## src/hdl/rvExec_defines.svh

```systemverilog
`ifndef RVEXEC_DEFINES_SVH
`define RVEXEC_DEFINES_SVH

// register and data bus width
`define XLEN 64

`define ILEN 32

// byte address width on the APB side
`define PADDR_W 32

`endif

```

## src/hdl/rvExecPkg.sv

```systemverilog
`default_nettype none

`include "rvExec_defines.svh"

package rvExecPkg;

    typedef enum logic [6:0] {
        LOAD      = 7'b0000011,
        STORE     = 7'b0100011,
        OP        = 7'b0110011,
        OP_IMM    = 7'b0010011,
        OP_32     = 7'b0111011,
        OP_IMM_32 = 7'b0011011,
        LUI       = 7'b0110111,
        AUIPC     = 7'b0010111,
        JAL       = 7'b1101111,
        JALR      = 7'b1100111,
        BRANCH    = 7'b1100011
    } opcode_t;

    // load sizes, bit 2 selects zero extension
    localparam logic [2:0] F3_LB  = 3'b000;
    localparam logic [2:0] F3_LH  = 3'b001;
    localparam logic [2:0] F3_LW  = 3'b010;
    localparam logic [2:0] F3_LD  = 3'b011;
    localparam logic [2:0] F3_LBU = 3'b100;
    localparam logic [2:0] F3_LHU = 3'b101;
    localparam logic [2:0] F3_LWU = 3'b110;

    localparam logic [2:0] F3_SB = 3'b000;
    localparam logic [2:0] F3_SH = 3'b001;
    localparam logic [2:0] F3_SW = 3'b010;
    localparam logic [2:0] F3_SD = 3'b011;

    localparam logic [2:0] F3_BEQ  = 3'b000;
    localparam logic [2:0] F3_BNE  = 3'b001;
    localparam logic [2:0] F3_BLT  = 3'b100;
    localparam logic [2:0] F3_BGE  = 3'b101;
    localparam logic [2:0] F3_BLTU = 3'b110;
    localparam logic [2:0] F3_BGEU = 3'b111;

    typedef struct packed {
        logic             en;
        logic [`XLEN-1:0] data;
    } wbWord_t;

    typedef struct packed {
        logic             taken;
        logic [`XLEN-1:0] target;
    } pcWord_t;

endpackage

`default_nettype wire

```

## src/hdl/lsuApb.sv

```systemverilog
`default_nettype none

`include "rvExec_defines.svh"

module lsuApb
    import rvExecPkg::*;
(
    input  logic                 clk,
    input  logic                 rstN,
    input  logic                 start,
    input  logic                 isStore,
    input  logic [2:0]           funct3,
    input  logic [`XLEN-1:0]     addr,
    input  logic [`XLEN-1:0]     storeData,
    output logic                 done,
    output logic [`XLEN-1:0]     loadData,
    output logic [`PADDR_W-1:0]  paddr,
    output logic                 psel,
    output logic                 penable,
    output logic                 pwrite,
    output logic [`XLEN-1:0]     pwdata,
    output logic [`XLEN/8-1:0]   pstrb,
    input  logic [`XLEN-1:0]     prdata,
    input  logic                 pready
);

    typedef enum logic [1:0] {IDLE, SETUP, ACCESS} apbState_t;

    apbState_t          state;
    logic [2:0]         lane;
    logic [2:0]         loadFunct3;
    logic [`XLEN/8-1:0] sizeMask;
    logic [`XLEN-1:0]   laneData;

    always_ff @(posedge clk or negedge rstN) begin
        if (!rstN) begin
            state <= IDLE;
        end else begin
            case (state)
                IDLE:    if (start) state <= SETUP;
                SETUP:   state <= ACCESS;
                default: if (pready) state <= IDLE;  // completes on pready edge
            endcase
        end
    end

    always_comb begin
        case (funct3)
            F3_SB:   sizeMask = 8'h01;
            F3_SH:   sizeMask = 8'h03;
            F3_SW:   sizeMask = 8'h0f;
            F3_SD:   sizeMask = 8'hff;
            default: sizeMask = 8'h00;
        endcase
    end

    // request fields captured with the start pulse
    always_ff @(posedge clk) begin
        if (start) begin
            paddr      <= addr[`PADDR_W-1:0];
            pwrite     <= isStore;
            pwdata     <= storeData << {addr[2:0], 3'b000};
            pstrb      <= isStore ? sizeMask << addr[2:0] : '0;  // reads drive no strobes
            lane       <= addr[2:0];
            loadFunct3 <= funct3;
        end
    end

    assign psel    = (state != IDLE);
    assign penable = (state == ACCESS);
    assign done    = (state == ACCESS) && pready;

    always_comb begin
        laneData = prdata >> {lane, 3'b000};
        case (loadFunct3)
            F3_LB:   loadData = {{(`XLEN-8){laneData[7]}}, laneData[7:0]};
            F3_LH:   loadData = {{(`XLEN-16){laneData[15]}}, laneData[15:0]};
            F3_LW:   loadData = {{(`XLEN-32){laneData[31]}}, laneData[31:0]};
            F3_LBU:  loadData = {{(`XLEN-8){1'b0}}, laneData[7:0]};
            F3_LHU:  loadData = {{(`XLEN-16){1'b0}}, laneData[15:0]};
            F3_LWU:  loadData = {{(`XLEN-32){1'b0}}, laneData[31:0]};
            F3_LD:   loadData = laneData;
            default: loadData = laneData;
        endcase
    end

endmodule

`default_nettype wire

```

## config.mk

```make
export PLATFORM = sky130hd
export DESIGN_NAME = lsuApb
export DESIGN_NICKNAME = d
export VERILOG_FILES = /design/src/hdl/rvExecPkg.sv /design/src/hdl/lsuApb.sv
export VERILOG_INCLUDE_DIRS = /design/src /design/src/hdl
export SDC_FILE = /design/constraint.sdc
export NUM_CORES = 1
export LEC_CHECK = 0
export BUFFER_PORTS_ARGS = -buffer_cell sky130_fd_sc_hd__clkbuf_2
export CORE_AREA = 2 2 143 145
export CTS_BUF_LIST = sky130_fd_sc_hd__clkbuf_4
export CTS_CLUSTER_DIAMETER = 60
export CTS_CLUSTER_SIZE = 14
export DETAILED_ROUTE_END_ITERATION = 12
export DIE_AREA = 0 0 145 147
export PLACE_DENSITY = 0.72
export SYNTH_ARGS = -nofsm -noshare
export SYNTH_HDL_FRONTEND = slang
export SYNTH_SLANG_ARGS = --single-unit
```

## constraint.sdc

```tcl
create_clock -name clk -period 3.62 [get_ports clk]
set_input_delay 1.086 -clock clk [delete_from_list [all_inputs] [get_ports clk]]
set_output_delay 1.086 -clock clk [all_outputs]
set_load 0.01 [all_outputs]
```

==> results of run 1 <==
==> cell usage in the layout, fill, tap and decap left out, types with 3 or more instances in the layout <==
master	count
a211oi_1	3
a21oi_1	23
and2_1	10
and3_1	6
buf_12	7
buf_2	48
buf_4	35
buf_6	11
clkbuf_2	276
clkbuf_4	9
clkbuf_8	4
edfxtp_1	108
inv_1	3
mux2_2	31
mux2i_1	107
mux4_2	29
nand2_1	60
nand2b_1	3
nand3_1	10
nand3_2	6
nand4_1	25
nor2_1	49
nor2b_1	28
nor3_1	6
o2111ai_1	4
o2111ai_2	3
o21ai_0	56
o21ai_2	3
o22ai_1	16
o2bb2ai_1	16
or2_2	3
==> flip-flops by register name, summed over array words and instances (netlist names) <==
| register | cells |
|---|---|
| state | 2 |
| loadFunct3 | 3 |
| pwdata | 64 |
| paddr | 32 |
| pwrite | 1 |
| pstrb | 8 |
==> report_power, final <==
| group | switching [mW] | internal (mW) |
|---|---|---|
| clock network | 0.439 | 0.227 |
| registers | 0.0451 | 1.53 |
| logic | 0.675 | 0.570 |
| total | 1.16 | 2.33 |
==> cell families after synthesis <==
logic type	share of synthesized area
mux	0.275
compound gates	0.104
buf+inv	0.0444
flops	0.432
simple gates	0.144
==> routing by layer <==
layer / track usage / up-vias
met1: 0.261 / 3414
li1: - / 3341
met2: 0.371 / 359
met5: 0 / -
met3: 0.0786 / 55
met4: 0.0847 / 0
==> final cells by class <==
| class | count | area share |
|---|---|---|
| clock buffers | 9 | 0.00665 |
| multi-input cells | 519 | 0.403 |
| clock inverters | 7 | 0.00899 |
| repair buffers | 383 | 0.222 |
| well taps | 270 | 0.0332 |
| diodes | 1 | 0.000246 |
| inverters | 3 | 0.00111 |
| flip-flops and latches | 110 | 0.324 |
==> what timing repair did <==
item                       CTS  global route
pin swaps                    5             7
cloned                       2             0
resized for setup           15            79
setup endpoints to repair   60            57
setup buffers                1             1
hold endpoints to repair     0             0
==> worst max-delay path, stage by stage <==
cell and delay, ns:
clkbuf_8 0.11, mux2i_1 0.06, mux4_2 0.49, or4b_4 0.55
buf_12 0.18, nand4_1 0.14, buf_2 0.16
==> worst max path at each step <==
stage                from            to  cells past startpoint
2_1_floorplan  prdata[31]  loadData[37]                      6
3_3_place_gp   prdata[23]  loadData[28]                      7
3_5_place_dp   prdata[23]  loadData[28]                      7
4_1_cts          paddr[1]  loadData[54]                      7
5_1_grt          paddr[1]  loadData[49]                      7
6_report       prdata[23]  loadData[36]                      7
==> stage by stage <==
stage / TNS, ns / hold slack (ns) / util / area, um^2
floorplan: -0.0453 / 0.455 / - / 7640
global placement: -12.97 / 0.468 / 0.491 / 9750
detailed placement: -13.18 / 0.525 / 0.491 / 9750
CTS: -11.74 / 0.311 / 0.507 / 10100
global route: -12.00 / 0.284 / 0.512 / 10200
finish: -8.67 / 0.349 / 0.512 / 10200
==> flow_metrics.py, run 1 <==
metrics = {
    "worst_setup_path": {
        "rr_endpoint": "state[0]",
        "cp.required_ns": 2.53,
        "r2r_start": "state[1]",
        "critical_path_class": "in -> out",
        "arrival_ns": 2.78,
        "cp-start-kind": "input port",
        "rrSetupSlack_ns": 2.76,
        "cp_max_fo": 17,
        "reg2reg_depth": 3,
        "end_kind": "output pin",
    },
    "synth": {
        "yosysWarnings": 0,
        "synthTopCellsByArea": "edfxtp_1 (43%), mux2i_1 (14%), mux4_2 (8.6%)",
        "synth-edff-count": 108,
        "async_flop_share": 0.0182,
        "yosysUniqueCellTypes": 41,
        "synthTopCellsByCount": "edfxtp_1 (108), mux2i_1 (108), nand2_1 (60)",
        "syn-instance-count": 706,
        "avgSynthCellArea_um2": 10.8,
        "yosys_most_used_dff": "edfxtp_1",
        "synth_top_area_cell": "edfxtp_1",
        "synth.top_cell.area_share": 0.426,
        "synth_area_um2": 7620,
        "seq_area_frac_synth": 0.432,
        "synth_fp_nets": 906,
        "synth_seq_cells": 110,
    },
    "drt": {
        "met3_wirelength_mm": 2.41,
        "wl_per_cell_um": 19.0,
        "vias_per_cell": 5.51,
        "vias": 7169,
        "wl_met2_mm": 12.1,
        "drtIter0Drc": 436,
        "drcViolationCount": 0,
        "ant_nets": 0,
        "drt-met1-wl_mm": 9.36,
        "drt-pass1-iter-count": 5,
        "routed.top_layer": "met4",
        "wl_mm": 24.8,
    },
    "floorplanning": {
        "fp.dieH_um": 147,
        "fp.dieW_um": 145,
        "core_area_um2": 19800,
        "die-area_um2": 21300,
        "rows": 52,
        "ioPinCount": 372,
        "start_util": 0.384,
    },
    "timing": {
        "slew_headroom": 0.396,
        "final.setup_skew_ns": 0.00158,
        "fin_crit_ns": 3.87,
        "timing.fmax_mhz": 259,
        "rsz0062_at_grt": "yes",
        "tightest_slew_ns": 0.903,
        "fin_ws_ns": -0.248,
        "drv_slew": 0,
        "setup_violations": 56,
        "fin_crit_sh": 1.07,
        "finalHoldViolCount": 0,
    },
    "outcome": {
        "status": "complete, but fails checks",
        "violations": "setup timing",
    },
    "grt": {
        "overflow": 0,
        "antenna_found_initial": 2,
        "grt_start_max_net_pins": 86,
        "grt.total_usage": 0.221,
        "grt_pass1_vias": 6895,
        "grt_pass1_wl_mm": 37.3,
    },
    "cells_and_area": {
        "regArea_um2": 3290,
        "nets": 1226,
        "fillers": 1812,
        "area_delta_synth_final_pct": 33.4,
        "multi_input_area_um2": 4100,
        "drive_above_1_share": 0.468,
        "fin_cells": 1302,
    },
    "place": {
        "pre_cts_slack_ns": -0.324,
        "dp.cells": 1281,
        "gp_congestion": 0.904,
        "dp_hpwl_mm": 18.9,
        "placement.io_buffers": 339,
    },
    "pwr": {
        "irDropWorstVdd_mv": 0.212,
        "leakage_nw": 4.68,
        "p_total_mw": 3.49,
        "p_per_area_nw_per_um2": 343,
    },
    "clock_tree": {
        "cts-root-buf": "clkbuf_4",
        "clockBufferDepth": 2,
        "cts-buffers-inserted": 9,
        "clk_pin_slew_ns": 0.17,
        "cts.hold.buffers_added": 0,
        "htree_levels": 3,
        "clock_sinks": 110,
        "cts_tree": "done",
        "worstSkewPairLatency_ns": 0.48,
    },
    "job": {
        "max_cap_viol_count": 0,
    },
    "hold_path": {
        "hold_path_class": "in -> async",
    },
}
Power figures use the tool's default switching activity.
==> inputs of run 2 (changes only) <==
--- a/config.mk
+++ b/config.mk
@@ -7,12 +7,12 @@
 export NUM_CORES = 1
 export LEC_CHECK = 0
 export BUFFER_PORTS_ARGS = -buffer_cell sky130_fd_sc_hd__clkbuf_2
-export CORE_AREA = 2 2 143 145
+export CORE_AREA = 3 3 144 146
 export CTS_BUF_LIST = sky130_fd_sc_hd__clkbuf_4
 export CTS_CLUSTER_DIAMETER = 60
 export CTS_CLUSTER_SIZE = 14
 export DETAILED_ROUTE_END_ITERATION = 12
-export DIE_AREA = 0 0 145 147
+export DIE_AREA = 0 0 147 149
 export PLACE_DENSITY = 0.72
 export SYNTH_ARGS = -nofsm -noshare
 export SYNTH_HDL_FRONTEND = slang
==> run 2 against run 1 <==
Net effect:
- the flow still finishes with violations (setup timing)
- setup slack worse by 0.021 ns
- clock power up 3.0%
- register-to-register slack got worse by 0.04 ns
- final cell count is essentially flat
- sequential power about the same
- sequential cell count unchanged
- count of clock-buffer cells in the layout unchanged
- first-iteration DRC count up 14%
- sequential share of layout area about the same
- worst hold slack got worse by 0.025 ns
- non-clock buffer count increased by 4
- combinational power is essentially flat
==> flow_metrics.py, run 2 (synthesis gave the netlist of run 1 again) <==
metrics = {
    "pwr": {
        "p_per_area_nw_per_um2": 345,
        "irDropWorstVdd_mv": 0.266,
        "p_total_mw": 3.51,
        "leakage_nw": 4.68,
    },
    "timing": {
        "setup_violations": 56,
        "fin_crit_ns": 3.89,
        "slew_headroom": 0.521,
        "finalHoldViolCount": 0,
        "tightest_slew_ns": 0.718,
        "timing.fmax_mhz": 257,
        "drv_slew": 0,
        "fin_crit_sh": 1.07,
        "fin_ws_ns": -0.268,
        "rsz0062_at_grt": "yes",
        "final.setup_skew_ns": 0.0000219,
    },
    "drt": {
        "wl_met2_mm": 12.6,
        "drcViolationCount": 0,
        "drtIter0Drc": 499,
        "vias": 7184,
        "vias_per_cell": 5.52,
        "wl_mm": 25.2,
        "met3_wirelength_mm": 2.40,
        "routed.top_layer": "met5",
        "drt-met1-wl_mm": 9.21,
        "ant_nets": 0,
        "drt-pass1-iter-count": 5,
        "wl_per_cell_um": 19.4,
    },
    "place": {
        "dp.cells": 1275,
        "gp_congestion": 0.904,
        "placement.io_buffers": 339,
        "dp_hpwl_mm": 19.0,
    },
    "cells_and_area": {
        "largest_reg_flops": 64,
        "area_delta_synth_final_pct": 33.2,
        "nets": 1230,
        "layout_common_cells": "clkbuf_2 (280), edfxtp_1 (108), mux2i_1 (107)",
        "fin_cells": 1301,
        "largest-register": "pwdata",
        "drive_above_1_share": 0.465,
        "biggestRegsByFlops": "pwdata x64, paddr x32, pstrb x8",
        "layout_commonest_cell": "clkbuf_2",
    },
    "worst_setup_path": {
        "max_stage_delay_ns": 0.56,
        "arrival_ns": 2.80,
        "path_buf_inv": 3,
        "crit_path_start": "prdata[31]",
        "cp-start-kind": "input port",
        "critical_path_class": "in -> out",
        "path_delay_family": "simple AND/OR/NAND/NOR gates",
        "cp_max_fo": 24,
        "cp.required_ns": 2.53,
        "path_common_cell": "clkbuf_2",
        "cp_cell_sequence": "clkbuf_2 > mux2i_1 > mux4_2 > or4b_4 > buf_12 > nand3_1 > clkbuf_2",
        "r2r_start": "state[1]",
        "slowest_stage": "or4b_4",
        "end_kind": "output pin",
    },
    "clock_tree": {
        "cts-root-buf": "clkbuf_4",
        "worstSkewPairLatency_ns": 0.50,
        "cts_tree": "done",
        "clk_pin_slew_ns": 0.19,
        "htree_levels": 3,
        "clockBufferDepth": 2,
        "cts.hold.buffers_added": 0,
        "cts-buffers-inserted": 9,
        "clock_sinks": 110,
    },
    "outcome": {
        "violations": "setup timing",
        "status": "complete, but fails checks",
    },
    "hold_path": {
        "hold_path_class": "in -> async",
    },
    "floorplanning": {
        "rows": 51,
        "fp.dieH_um": 149,
        "ioPinCount": 372,
        "fp.dieW_um": 147,
        "start_util": 0.390,
        "die-area_um2": 21900,
        "core_area_um2": 19500,
    },
    "grt": {
        "grt_pass1_wl_mm": 38.4,
        "antenna_found_initial": 2,
        "overflow": 0,
        "grt_start_max_net_pins": 73,
        "grt_pass1_vias": 7065,
        "grt.total_usage": 0.220,
    },
    "job": {
        "max_cap_viol_count": 0,
    },
}
-- run 2: cell types whose count changed in the layout (fill, tap and decap cells not counted), moves of 3 or more --
cell      previous run  this run
nand3_1             10        15
clkbuf_2           276       280
clkbuf_8             4         1
nand3_2              6         1
buf_6               11         6
buf_2               48        52
-- run 2: timing repair --
action / in CTS / in global routing
gates cloned: 4 / 0
resized for setup: 11 / 74
pin swaps: 2 / 17
buffers inserted: 2 / 3
setup endpoints to repair: 61 / 60
-- run 2: power breakdown --
group | leakage (nW) | switching [mW] | internal [mW] | total, mW
sequential | 1.07 | 0.0427 | 1.53 | 1.57
clock | 0.0886 | 0.454 | 0.233 | 0.687
combinational | 3.52 | 0.678 | 0.565 | 1.24
total | 4.68 | 1.17 | 2.33 | 3.51
-- run 2: worst register-to-register path, cell delays in order (launching register included) --
cell and delay [ns]:
dfrtp_1 0.44, nor2_1 0.20, nand2_1 0.07, o21ai_0 0.11
-- run 2: worst paths after layout --
check / to / slack (ns) / depth (start not counted)
max in group asynchronous: state[1] / 3.21 / 1
worst max-delay path: loadData[20] / -0.27 / 7
min in group clk: state[1] / 0.51 / 1
worst min-delay path: state[0] / 0.32 / 1
worst min register to register: state[1] / 0.51 / 1
worst max register to register: state[0] / 2.72 / 3
-- run 2: layout make-up --
type                            instances  area (um^2)
Fill cell                            1835         9380
Tap cell                              265          332
Clock inverter                          7          100
Inverter                                3         11.3
Sequential cell                       110         3290
Multi-Input combinational cell        519         4080
Antenna cell                            1         2.50
Clock buffer                            9         67.6
Timing Repair Buffer                  387         2270
-- run 2: stage by stage --
stage	setup slack (ns)	instance area [um^2]	utilization	setup TNS [ns]	hold slack, ns
2_1_floorplan	-0.00453	7640	-	-0.0453	0.455
3_3_place_gp	-0.287	9730	0.498	-12.22	0.468
3_5_place_dp	-0.276	9730	0.498	-12.50	0.479
4_1_cts	-0.256	10100	0.516	-12.45	0.278
5_1_grt	-0.322	10100	0.520	-14.17	0.275
6_report	-0.268	10100	0.520	-10.68	0.324
-- run 2: metal layers --
| layer | GRT usage | vias up |
|---|---|---|
| met5 | 0 | - |
| met4 | 0.0927 | 2 |
| met3 | 0.0720 | 62 |
| met2 | 0.375 | 357 |
| met1 | 0.257 | 3409 |
| li1 | - | 3354 |
